[config.mk]
export PLATFORM = sky130hd
export DESIGN_NAME = rv_decode
export DESIGN_NICKNAME = d
export VERILOG_FILES = /design/src/rv_config.svh /design/src/rv_pkg.sv /design/src/rv_decode.sv
export SDC_FILE = /design/constraint.sdc
export NUM_CORES = 1
export LEC_CHECK = 0
export ABC_AREA = 1
export BUFFER_PORTS_ARGS = -buffer_cell sky130_fd_sc_hd__buf_2
export CAP_MARGIN = 20
export CORE_AREA = 2 2 155 157
export DETAILED_ROUTE_END_ITERATION = 8
export DIE_AREA = 0 0 157 159
export PLACE_DENSITY = 0.47
export SYNTH_ARGS = -nofsm -noshare
export SYNTH_HDL_FRONTEND = slang
export SYNTH_SLANG_ARGS = --single-unit
[constraint.sdc]
create_clock -name vclk -period 1.6
set_clock_uncertainty 0.1 [all_clocks]
set_input_delay 0.08 -clock vclk [all_inputs]
set_output_delay 0.08 -clock vclk [all_outputs]
set_load 0.005 [all_outputs]
[src/rv_config.svh]
`ifndef RV_CONFIG_SVH
`define RV_CONFIG_SVH

// Memory sizes, in 32-bit words
`define RV_IMEM_WORDS 256
`define RV_DMEM_WORDS 256

// Address bit that steers a data access to the io ports
`define RV_IO_BIT 31

// First instruction fetched after reset
`define RV_RESET_PC 32'h0000_0000

`endif

[src/rv_pkg.sv]
package rv_pkg;

    typedef logic [31:0] word_t;     // Data or byte address
    typedef logic [4:0]  reg_addr_t; // x0..x31

    // RV32I major opcodes kept by this core
    typedef enum logic [6:0] {
        opc_lui    = 7'b0110111,
        opc_jal    = 7'b1101111,
        opc_branch = 7'b1100011,
        opc_load   = 7'b0000011,
        opc_store  = 7'b0100011,
        opc_op_imm = 7'b0010011,
        opc_op     = 7'b0110011,
        opc_nop    = 7'b0000000
    } opcode_t;

    // {funct7[5], funct3}, with lui-copy on a spare code
    typedef enum logic [3:0] {
        alu_add  = 4'b0000,
        alu_sll  = 4'b0001,
        alu_slt  = 4'b0010,
        alu_sltu = 4'b0011,
        alu_xor  = 4'b0100,
        alu_srl  = 4'b0101,
        alu_or   = 4'b0110,
        alu_and  = 4'b0111,
        alu_sub  = 4'b1000,
        alu_lui  = 4'b1001,
        alu_sra  = 4'b1101
    } alu_fun_t;

    typedef enum logic [1:0] {
        fwd_none      = 2'b00,
        fwd_from_mem  = 2'b01,
        fwd_from_wb   = 2'b10,
        fwd_from_load = 2'b11
    } fwd_sel_t;

    // Per-instruction control, carried from decode to writeback
    typedef struct packed {
        opcode_t   opcode;
        reg_addr_t rs1;
        logic      rs1_used;
        reg_addr_t rs2;
        logic      rs2_used;
        reg_addr_t rd;
        alu_fun_t  alu_fun;
        logic      mem_write;
        logic      mem_read;
        logic      reg_write;
        logic      wb_sel;    // 0 ALU or link, 1 load data
        logic      ld_haz;    // Load into a nonzero rd
        word_t     pc;
        logic [2:0] funct3;
        logic      invalid;
        logic      br_taken;  // Set on entry to MEM when this slot redirected
    } stage_ctrl_t;

endpackage

[src/rv_decode.sv]
`timescale 1ns/10ps

module rv_decode (
    input  rv_pkg::word_t       instr,
    input  rv_pkg::word_t       pc,
    input  rv_pkg::word_t       rs1_data,
    input  rv_pkg::word_t       rs2_data,
    input  rv_pkg::stage_ctrl_t ex_ctrl,
    input  logic                squash,
    input  logic                run,
    output rv_pkg::stage_ctrl_t ctrl,
    output rv_pkg::word_t       op_a,
    output rv_pkg::word_t       op_b,
    output rv_pkg::word_t       store_data,
    output rv_pkg::word_t       imm,
    output logic                stall
);
    rv_pkg::word_t       i_imm, s_imm, u_imm, b_imm, j_imm;
    rv_pkg::stage_ctrl_t dec;   // Raw decode, before bubble insertion
    logic [2:0]          funct3;

    assign funct3 = instr[14:12];
    assign i_imm  = {{20{instr[31]}}, instr[31:20]};
    assign s_imm  = {{20{instr[31]}}, instr[31:25], instr[11:7]};
    assign u_imm  = {instr[31:12], 12'b0};
    assign b_imm  = {{20{instr[31]}}, instr[7], instr[30:25], instr[11:8], 1'b0};
    assign j_imm  = {{12{instr[31]}}, instr[19:12], instr[20], instr[30:21], 1'b0};

    always_comb
    begin
        dec         = '0;
        dec.opcode  = rv_pkg::opc_nop;
        dec.alu_fun = rv_pkg::alu_add;
        dec.rs1     = instr[19:15];
        dec.rs2     = instr[24:20];
        dec.rd      = instr[11:7];
        dec.pc      = pc;
        dec.funct3  = funct3;
        op_a        = rs1_data;
        op_b        = i_imm;   // I-type unless overridden
        imm         = b_imm;   // Target offset, used only by BRANCH and JAL
        case (instr[6:0])
            rv_pkg::opc_lui:
            begin
                dec.opcode    = rv_pkg::opc_lui;
                dec.alu_fun   = rv_pkg::alu_lui;
                dec.reg_write = 1'b1;
                op_b          = u_imm;
            end
            rv_pkg::opc_jal:
            begin
                dec.opcode    = rv_pkg::opc_jal;
                dec.reg_write = 1'b1;   // Link comes from execute
                imm           = j_imm;
            end
            rv_pkg::opc_branch:
            begin
                dec.opcode   = rv_pkg::opc_branch;
                dec.rs1_used = 1'b1;
                dec.rs2_used = 1'b1;
                op_b         = rs2_data;  // Compare operand
            end
            rv_pkg::opc_load:
            begin
                dec.opcode    = rv_pkg::opc_load;
                dec.rs1_used  = 1'b1;
                dec.mem_read  = 1'b1;
                dec.reg_write = 1'b1;
                dec.wb_sel    = 1'b1;
            end
            rv_pkg::opc_store:
            begin
                dec.opcode    = rv_pkg::opc_store;
                dec.rs1_used  = 1'b1;
                dec.rs2_used  = 1'b1;
                dec.mem_write = 1'b1;
                op_b          = s_imm;
            end
            rv_pkg::opc_op_imm:
            begin
                dec.opcode    = rv_pkg::opc_op_imm;
                dec.rs1_used  = 1'b1;
                dec.reg_write = 1'b1;
                // Only SRAI uses bit 30 as a function bit
                dec.alu_fun   = rv_pkg::alu_fun_t'({funct3 == 3'b101 && instr[30], funct3});
            end
            rv_pkg::opc_op:
            begin
                dec.opcode    = rv_pkg::opc_op;
                dec.rs1_used  = 1'b1;
                dec.rs2_used  = 1'b1;
                dec.reg_write = 1'b1;
                dec.alu_fun   = rv_pkg::alu_fun_t'({instr[30], funct3});
                op_b          = rs2_data;
            end
            default: dec.invalid = 1'b1;  // Unsupported or unwritten word
        endcase
        dec.ld_haz = dec.mem_read && dec.rd != '0;
    end

    assign store_data = rs2_data;  // Forwarded later in execute

    // Load in execute feeding a source here: hold one cycle
    assign stall = run && !squash && ex_ctrl.ld_haz &&
                   ((dec.rs1_used && dec.rs1 == ex_ctrl.rd) ||
                    (dec.rs2_used && dec.rs2 == ex_ctrl.rd));

    always_comb
    begin
        ctrl = dec;
        if (stall || squash || !run)   // Bubble with all side effects off
        begin
            ctrl.invalid   = 1'b1;
            ctrl.mem_write = 1'b0;
            ctrl.mem_read  = 1'b0;
            ctrl.reg_write = 1'b0;
            ctrl.ld_haz    = 1'b0;
        end
    end

endmodule

After elaboration in Yosys (flattened, before gate mapping)

Index checks and enable logic that the tools add are counted.
W data, S select, Z words.

Add/subtract/negate cells: 0
Multipliers: 0
Divide/modulo/power cells: 0
Order comparisons: 0
Equality and inequality tests: 10
Shift-type cells: 0
Mux-type cells: 13
Bitwise logic cells: 0
Reductions and logical operators: 18

Operator list:

| cell                 | count |
|---|---|
| $pmux W32 S3         | 1 |
| $pmux W7 S7          | 1 |
| $eq A7 B6 Y1 const B | 3 |
| $mux W20             | 1 |
| $eq A7 B7 Y1 const B | 2 |
| $pmux W4 S3          | 1 |
| $eq A5 B5 Y1         | 2 |
| $reduce_or A5 Y1     | 2 |
| $mux W1              | 8 |
| $eq A7 B2 Y1 const B | 1 |
| $eq A7 B5 Y1 const B | 1 |
| $logic_and A1 B1 Y1  | 7 |
| $reduce_or A7 Y1     | 1 |
| $reduce_bool A5 Y1   | 1 |
| $eq A3 B3 Y1 const B | 1 |
| $logic_or A1 B1 Y1   | 3 |
| $mux W3              | 1 |
| $reduce_or A3 Y1     | 1 |
| $logic_not A1 Y1     | 2 |
| $reduce_or A2 Y1     | 1 |

Register bits: 0
Latch bits: 0
Memory bits (writable): 0
ROM bits: 0
Input port bits: 200
Output and inout bits: 199
Logic and storage cells: 41
Memories kept: 0

Logic depth before layout (Yosys ltp)

Gate-level depths: netlist (run 1).

Word-level depth: 9
Gate-level depth with buffers: 11
Depth with buffers taken out: 11

Least setup slack after synthesis (run 1)

OpenSTA, ideal clock, no wires.

Kind: input to output
From: input port instr[2]
To: output port op_b[13]
Arrival time: 1117 ps
Required time: 1420 ps
Setup slack: 303 ps
Stages: 9
Path buffers: 1
Cell sequence: inv_2 -> nand2_1 -> nor2_4 -> nand2_1 -> nand2_2 -> nor2_4 -> o21ai_4 -> buf_8 -> nand3_2

Longest elaborated chain between the ends: 3

RTL lines:

| element                                             | RTL line        | RTL |
|---|---|---|
| start, declared                                     | rv_decode.sv:4  | `input rv_pkg::word_t instr,` |
| $eq A7 B6 Y1 / $eq A7 B7 Y1 (equally long branches) | rv_decode.sv:42 | `case (instr[6:0])` |
| $reduce_or A2 Y1 (no source line)                   | --              |  |
| $pmux W32 S3 *                                      | rv_decode.sv:42 |  |
| end, declared                                       | rv_decode.sv:13 | `output rv_pkg::word_t op_b,` |

Mark *: on every way between the ends. The rest lies on a longest branch, timed or not.

Worst setup path in the final report (run 1)

From: input port instr[2]
To: output port op_b[14]

Same word-level chain as after synthesis.

==> summary.txt, run 1 <==
outcome: completed
post-route ant nets: 0
post-DP HPWL: 9.67 mm
Gate Count Post-Synth: 371
CTS Hold Buffers Added: 0
# nets final: 679
simple-gate share of the synthesized area: 0.347
Compound-Gate Fraction of Synth Area: 0.0838
CP startpoint kind: input port
routed vias/inst: 3.16
All-Layer GR Usage: 0.0822
Overflow after GRT: 0
Worst Hold Launch: pc[9]
Final Max Slew Viols: 0
DIE AREA: 25000 sq um
number of global-route vias before repair: 2349
layout clock buffer count: 0
Final Wtd Congestion: 0.719
Worst VDD drop: 68.5 uV
Period minus WS final: 1.54 ns
number of distinct library cells after synthesis: 32
Max-Cap Viols: 0
Seq cells: 0
first-iteration detailed-routing DRC count: 107
Port Buffers: 205
Final Hold Fails: 0
Routed WL per cell: 14.1 microns
Top Ports: 399
pin count of the biggest net entering global routing: 24
most frequent cells in the layout: buf_2 (203), nand2_1 (103), buf_4 (29), inv_1 (24), o21ai_0 (17)
Initial Util: 0.0927
Post-route DRC: 0
Core Rows: 56
CP Class: input port to output pin
Synth Cell Area: 2150 sq um
Final Power: 0.596 mW
antenna diode count: 0
initial antenna violation count: 0
Post-Syn Area per Cell: 5.80 sq um
RSZ-0062 raised after global routing: true
post-route design area: 3060 sq um
core region area: 23200 sq um
post-synthesis sequential area ratio: 0
worst-case hold path end point: ctrl[14]
Tcrit/Tclk final: 0.962
peak fanout along the critical path: 4
yosys warns: 0
Reg area: 0 sq um
WL final: 11.3 mm
Placed Instance Area: 2830 sq um
Crit. End Element: output pin
mux share of post-synthesis cell area: 0
worst endpoint required time: 1.42 ns
Fin Hold WS: 0.0600 ns
main combinational cell family by area after synthesis: buffers and inverters
die width: 157 microns
layout cells sized above 1: 0.597
Max Clk Rate: 650 MHz
power per cell area: 195 nW/um^2
Chip Height: 159 microns
first-pass GRT wire length: 15.2 mm
iteration count of the initial detailed-routing pass: 4
leading cell type in the layout, fill and taps excluded: buf_2
Layout area overhead: 42.2%
Min-Delay Path Class: input port to output pin
vias: 2514
CP Data Arrival Time: 1.36 ns
Synth Area in Adders: 0
XOR/XNOR Fraction of Synth Area: 0.0204
final setup fails: 0
leakage: 1.73 nW
Fill cells: 2759
Hold Crit Depth: 0
## layer usage
layer | vias to the layer above | routed length (microns) | GRT usage
met5 | - | 0 | 0
li1 | 1245 | - | -
met2 | 141 | 5450 | 0.149
met1 | 1108 | 4700 | 0.0995
met3 | 20 | 926 | 0.0188
met4 | 0 | 180 | 0.0129
## area by class of cell
class	instances	area, sq um	share of cell area
timing repair buffer	247	1460	0.476
multi-input combinational	198	1070	0.351
tap	319	399	0.130
inverter	32	131	0.0429
## worst max path at each step
| stage | from | to | slack [ns] | cells after the start |
|---|---|---|---|---|
| 2_1_floorplan | instr[2] | op_b[13] | 0.30 | 9 |
| 3_3_place_gp | instr[3] | op_b[24] | -0.07 | 12 |
| 3_5_place_dp | instr[3] | op_b[24] | -0.10 | 12 |
| 4_1_cts | instr[2] | op_b[20] | -0.01 | 11 |
| 5_1_grt | instr[2] | op_b[14] | -0.02 | 12 |
| 6_report | instr[2] | op_b[14] | 0.06 | 12 |
## report_power, final
part	total [mW]	switching, mW	internal, mW
combinational	0.596	0.312	0.285
sequential	0	0	0
clock	0	0	0
## synth_stat cells, drive strengths merged
library cell	n	area [sq um]
buf	140	1050
nand2	112	438
inv	31	116
nand3	26	175
o21ai	22	121
nor2	12	62.6
nand4	5	37.5
o211ai	4	30.0
xnor2	4	35.0
a21oi	3	15.0
clkbuf	2	7.51
nor3	2	15.0
nor4	2	12.5
clkinv	1	5.00
conb	1	3.75
nor2b	1	6.26
o22ai	1	6.26
o31ai	1	7.51
xor2	1	8.76
## worst max-delay path: stages
cell and delay [ns]:
buf_6 0.07, inv_4 0.03, buf_6 0.11, nor3_4 0.17, nand4_2 0.13, clkinv_2 0.10
nor2_4 0.05, o21ai_4 0.14, buf_12 0.14, buf_6 0.12, nand3_1 0.07, buf_2 0.13
## per-stage QoR
stage / util / instances / TNS, ns / setup WS, ns
5_1_grt: 0.132 / 796 / -0.122 / -0.0210
3_5_place_dp: 0.122 / 790 / -1.27 / -0.105
6_report: 0.132 / 796 / 0 / 0.0610
3_3_place_gp: 0.122 / 790 / -0.677 / -0.0741
4_1_cts: 0.126 / 793 / -0.0176 / -0.0119
2_1_floorplan: - / 372 / 0 / 0.303
## kinds of logic after synthesis
logic type / count (synthesis)
XOR/XNOR: 5
other: 1
AND/OR/NAND/NOR: 160
buffers and inverters: 174
AO/OA/AOI/OAI: 31
## what timing repair did
action                                  in CTS  in global routing
endpoints found under the setup margin      30                 36
pin swaps                                    6                  8
gates resized for setup                     16                 21
hold endpoints to repair                     0                  0
setup buffers                                3                  3
gates cloned                                 0                  1
(Power assumes the default switching activity.)
==> run 2, diff against run 1 <==
--- a/config.mk
+++ b/config.mk
@@ -5,12 +5,11 @@
 export SDC_FILE = /design/constraint.sdc
 export NUM_CORES = 1
 export LEC_CHECK = 0
-export ABC_AREA = 1
 export BUFFER_PORTS_ARGS = -buffer_cell sky130_fd_sc_hd__buf_2
 export CAP_MARGIN = 20
-export CORE_AREA = 2 2 155 157
+export CORE_AREA = 2 2 154 156
 export DETAILED_ROUTE_END_ITERATION = 8
-export DIE_AREA = 0 0 157 159
+export DIE_AREA = 0 0 156 158
 export PLACE_DENSITY = 0.47
 export SYNTH_ARGS = -nofsm -noshare
 export SYNTH_HDL_FRONTEND = slang
==> summary.txt, run 2 <==
outcome: complete, but fails checks
failing checks: negative setup slack
Tcrit/Tclk final: 1.00 (+0.0405)
number of global-route vias before repair: 2059 (-12%)
# nets final: 577 (-15%)
Reg area: 0 sq um (unchanged)
DIE AREA: 24600 sq um (-1.3%)
vias: 2237 (-11%)
CP Class: input port to output pin
Hold Crit Depth: 0 (unchanged)
post-synthesis sequential area ratio: 0 (unchanged)
routed vias/inst: 3.36 (+6.5%)
first-pass GRT wire length: 14.0 mm (-7.6%)
iteration count of the initial detailed-routing pass: 4 (unchanged)
CP Data Arrival Time: 1.42 ns (+0.06 ns)
Min-Delay Path Class: input port to output pin
Period minus WS final: 1.60 ns (+0.0648 ns)
Final Wtd Congestion: 0.691 (-4.0%)
dpl ws: -0.288 ns (-0.183 ns)
post-synth top area share: 0.501 (+0.0297)
Placed Instance Area: 2680 sq um (-5.5%)
critical path, cell by cell: buf_6 -> nand4bb_4 -> or3_4 -> and3_4 -> a221o_1 -> buf_2
post-route design area: 2970 sq um (-3.0%)
worst endpoint required time: 1.42 ns (about the same)
core region area: 23100 sq um (-0.60%)
GR met3 Demand/Resource: 0.0101 (-0.00865)
Worst Hold Launch: pc[13]
Initial Util: 0.0878 (-0.00497)
footprint of the multi-input gates: 1080 sq um (+0.70%)
first-iteration detailed-routing DRC count: 83 (-22%)
Worst VDD drop: 51.8 uV (-24%)
Final Power: 0.633 mW (+6.2%)
Finished Core Util: 0.129 (-0.00316)
leading cell type in the layout, fill and taps excluded: buf_2
RSZ-0062 raised after global routing: true
Synth top cells by count: buf_4 (135), a221o_1 (24), a21o_1 (12), buf_2 (11), xnor2_1 (8)
Final Hold Fails: 0 (unchanged)
leakage: 1.57 nW (-8.9%)
Overflow after GRT: 0 (unchanged)
final setup margin: -0.00377 ns (-0.0648 ns)
Port Buffers: 205 (unchanged)
post-DP HPWL: 9.43 mm (-2.6%)
layout clock buffer count: 0 (unchanged)
All-Layer GR Usage: 0.0791 (-0.00308)
worst-case hold path end point: ctrl[18]
cells taking the most area after synthesis: buf_4 (50%), a221o_1 (12%), a21o_1 (4.5%), xnor2_1 (3.5%), mux2_2 (3.3%)
Post-route DRC: 0 (unchanged)
power per cell area: 213 nW/um^2 (+9.5%)
initial antenna violation count: 1 (+1)
slowest stage delay, CP: 0.46 ns (+0.29 ns)
gr busiest metal: met2
Layout area overhead: 46.7%
pin count of the biggest net entering global routing: 23 (-4.2%)
peak fanout along the critical path: 7 (+3)
Fill cells: 2661 (-3.6%)
most frequent cell after synthesis: buf_4
CP startpoint kind: input port
most frequent cells in the layout: buf_2 (200), buf_4 (30), a221o_1 (24), buf_6 (13), a21o_1 (12)
Post-Syn Area per Cell: 7.41 sq um (+28%)
Crit. End Element: output pin
Synth Cell Area: 2020 sq um (-5.9%)
slowest CP cell: or3_4
Max Clk Rate: 624 MHz (-4.0%)
number of distinct library cells after synthesis: 38 (+19%)
layout cells sized above 1: 0.760 (+0.163)
antenna diode count: 0 (unchanged)
final setup fails: 1 (+1)
die width: 156 microns (-0.64%)
Seq cells: 0 (unchanged)
Chip Height: 158 microns (-0.63%)
Max-Cap Viols: 0 (unchanged)
Routed WL per cell: 17.3 microns (+23%)
Final Max Slew Viols: 0 (unchanged)
cell taking the most area after synthesis: buf_4
WL final: 11.5 mm (+2.4%)
yosys warns: 0 (unchanged)
GRT met2 Usage: 0.135 (-0.0134)
post-route ant nets: 0 (unchanged)
Top Ports: 399 (unchanged)
Core Rows: 56 (unchanged)
Gate Count Post-Synth: 273 (-26%)
GR Util met1: 0.101 (+0.00196)
-- run 2: where the power goes --
group / leakage [nW] / total (mW) / internal, mW / switching (mW)
sequential: 0 / 0 / 0 / 0
clock: 0 / 0 / 0 / 0
combinational: 1.57 / 0.633 / 0.326 / 0.307
-- run 2: layout make-up --
| cell class | instances | area share |
|---|---|---|
| multi-input cells | 120 | 0.364 |
| inverters | 5 | 0.00632 |
| repair buffers | 250 | 0.507 |
| well taps | 290 | 0.122 |
-- run 2: timing repair --
action | CTS | global route
pin swaps | 24 | 12
hold buffers | 0 | 0
gates cloned | 0 | 3
setup endpoints to repair | 51 | 44
gates resized for setup | 31 | 19
setup buffers | 4 | 0
-- run 2: metrics by stage --
step	instances	setup TNS (ns)	hold WS (ns)
global placement	659	-4.32	0.0600
detailed placement	659	-4.47	0.0600
floorplan	274	0	0.141
CTS	662	-0.390	0.0600
finish	665	-0.00377	0.0600
global route	665	-0.571	0.0600
-- run 2: worst max-delay path: cells and delay by family --
kind / cells / cell delay, ns
compound gates: 1 / 0.25
buf+inv: 2 / 0.21
simple gates: 3 / 0.88
-- run 2: logic make-up (layout without fill, tap and decap cells) --
| logic type | count (synthesis) | after routing | synth area share |
|---|---|---|---|
| other | 1 | 2 | 0.00185 |
| multiplexers | 6 | 6 | 0.0334 |
| AO/OA/AOI/OAI | 53 | 53 | 0.231 |
| XOR/XNOR | 10 | 10 | 0.0433 |
| buffers and inverters | 154 | 255 | 0.543 |
| AND/OR/NAND/NOR | 49 | 49 | 0.147 |
-- run 2: worst max path at each step --
stage	start	cells after the start	slack (ns)	endpoint
floorplan	instr[2]	5	0.19	op_b[0]
global placement	instr[2]	5	-0.27	op_b[2]
detailed placement	instr[2]	5	-0.29	op_b[3]
CTS	instr[3]	8	-0.08	ctrl[68]
global route	instr[2]	6	-0.05	op_b[0]
finish	instr[2]	6	-0.004	op_b[4]
-- run 2: routing by layer --
| metal | up-vias | share of wire | wire, microns |
|---|---|---|---|
| met5 | - | 0.0014 | 16 |
| met4 | 2 | 0.037 | 427 |
| met3 | 44 | 0.065 | 748 |
| met2 | 144 | 0.48 | 5550 |
| met1 | 1015 | 0.41 | 4770 |
| li1 | 1032 | - | - |
==> run 3, diff against run 2 <==
--- a/config.mk
+++ b/config.mk
@@ -10,7 +10,7 @@
 export CORE_AREA = 2 2 154 156
 export DETAILED_ROUTE_END_ITERATION = 8
 export DIE_AREA = 0 0 156 158
-export PLACE_DENSITY = 0.47
+export PLACE_DENSITY = 0.42
 export SYNTH_ARGS = -nofsm -noshare
 export SYNTH_HDL_FRONTEND = slang
 export SYNTH_SLANG_ARGS = --single-unit
==> summary.txt, run 3 (same netlist as run 2, synthesis figures left out) <==
Period minus WS final: 1.64 ns (+0.0347 ns)
Fill cells: 2651 (-0.38%)
layout clock buffer count: 0 (unchanged)
Tcrit/Tclk final: 1.02 (+0.0217)
Core Rows: 56 (unchanged)
power per cell area: 213 nW/um^2 (about the same)
outcome: complete, but fails checks
Post-route DRC: 0 (unchanged)
Worst VDD drop: 49.9 uV (-3.8%)
Worst Hold Launch: pc[6]
initial antenna violation count: 1 (unchanged)
post-route design area: 3070 sq um (+3.5%)
worst endpoint required time: 1.42 ns (about the same)
number of global-route vias before repair: 2026 (-1.6%)
RSZ-0062 raised after global routing: true
first-iteration detailed-routing DRC count: 91 (+9.6%)
# nets final: 579 (+0.35%)
Final Hold Fails: 0 (unchanged)
critical path, cell by cell: buf_6 -> nand4bb_4 -> or3_4 -> and3_4 -> a221o_1 -> buf_2
Final Max Slew Viols: 0 (unchanged)
final setup fails: 5 (+4)
final setup margin: -0.0385 ns (-0.0347 ns)
CP Data Arrival Time: 1.46 ns (+0.04 ns)
CTS Hold Buffers Added: 0 (unchanged)
Seq cells: 0 (unchanged)
Finished Core Util: 0.133 (+0.00456)
leading cell type in the layout, fill and taps excluded: buf_2
failing checks: negative setup slack
All-Layer GR Usage: 0.0788 (-0.000290)
Reg area: 0 sq um (unchanged)
Setup crit start: instr[2]
first-pass GRT wire length: 14.0 mm (-0.44%)
most frequent cells in the layout: buf_2 (202), buf_4 (27), a221o_1 (24), a21o_1 (12), buf_6 (10)
routed vias/inst: 3.45 (+2.4%)
Routed WL per cell: 18.1 microns (+4.5%)
Max Clk Rate: 610 MHz (-2.1%)
Initial Util: 0.0878 (unchanged)
Chip Height: 158 microns (unchanged)
leakage: 1.62 nW (+2.9%)
Port Buffers: 205 (unchanged)
core region area: 23100 sq um (unchanged)
slowest CP cell: or3_4
die width: 156 microns (unchanged)
iteration count of the initial detailed-routing pass: 5 (+1)
layout cells sized above 1: 0.775 (+0.0145)
CP Class: input port to output pin
post-route ant nets: 0 (unchanged)
slowest stage delay, CP: 0.46 ns (about the same)
peak fanout along the critical path: 7 (unchanged)
Top Ports: 399 (unchanged)
Crit. End Element: output pin
dpl ws: -0.302 ns (-0.0135 ns)
Max-Cap Viols: 0 (unchanged)
post-DP HPWL: 9.36 mm (-0.71%)
Overflow after GRT: 0 (unchanged)
CP startpoint kind: input port
Layout area overhead: 51.9%
pin count of the biggest net entering global routing: 24 (+4.3%)
Final Wtd Congestion: 0.705 (+2.1%)
DIE AREA: 24600 sq um (unchanged)
Placed Instance Area: 2630 sq um (-1.8%)
WL final: 12.1 mm (+5.0%)
Min-Delay Path Class: input port to output pin
vias: 2302 (+2.9%)
[run 3: changes by cell type in the layout (fill, tap and decap cells not counted), sizes merged]
cell and delta:
diode +1, and2 +2
[run 3: final timing paths]
path	slack (ns)	endpoint	cells past startpoint
worst max-delay path	-0.04	op_b[2]	6
worst min-delay path	0.06	ctrl[11]	0
[run 3: cell type report]
class / count / area, sq um / area share
diodes: 1 / 2.50 / 0.000814
well taps: 290 / 363 / 0.118
multi-input cells: 122 / 1140 / 0.372
repair buffers: 250 / 1550 / 0.503
inverters: 5 / 18.8 / 0.00611
[run 3: critical path, delay by kind of cell]
| kind | cells | cell delay [ns] |
|---|---|---|
| compound gates | 1 | 0.25 |
| buf+inv | 2 | 0.22 |
| simple gates | 3 | 0.90 |
[run 3: repair_timing]
| action | 4_1_cts | 5_1_grt |
|---|---|---|
| gates resized for setup | 25 | 33 |
| endpoints found under the setup margin | 46 | 50 |
| buffers inserted | 4 | 8 |
| cloned | 0 | 6 |
| pin swaps | 12 | 15 |
| endpoints found under the hold margin | 0 | 0 |
[run 3: stage by stage]
stage,setup TNS [ns],hold WS [ns],std cells,power (mW)
after detailed placement,-4.71,0.0600,651,0.590
after global placement,-4.72,0.0600,651,0.590
after floorplan,0,0.141,274,0.434
final,-0.0685,0.0600,668,0.655
after CTS,-0.452,0.0600,653,0.609
after global routing,-0.811,0.0600,667,0.717
[run 3: layer usage]
layer / up-vias / GRT usage / wire length, microns
met5: - / 0 / 0
met4: 0 / 0.0236 / 362
met3: 37 / 0.0131 / 893
met2: 155 / 0.139 / 5890
met1: 1067 / 0.0979 / 4950
li1: 1043 / - / -
[run 3: power by group]
| group | leakage, nW | switching, mW | internal (mW) | total [mW] |
|---|---|---|---|---|
| clock | 0.00000634 | 0 | 0.0000000835 | 0.0000000835 |
| sequential | 0 | 0 | 0 | 0 |
| combinational | 1.62 | 0.324 | 0.331 | 0.655 |
| total | 1.62 | 0.324 | 0.331 | 0.655 |
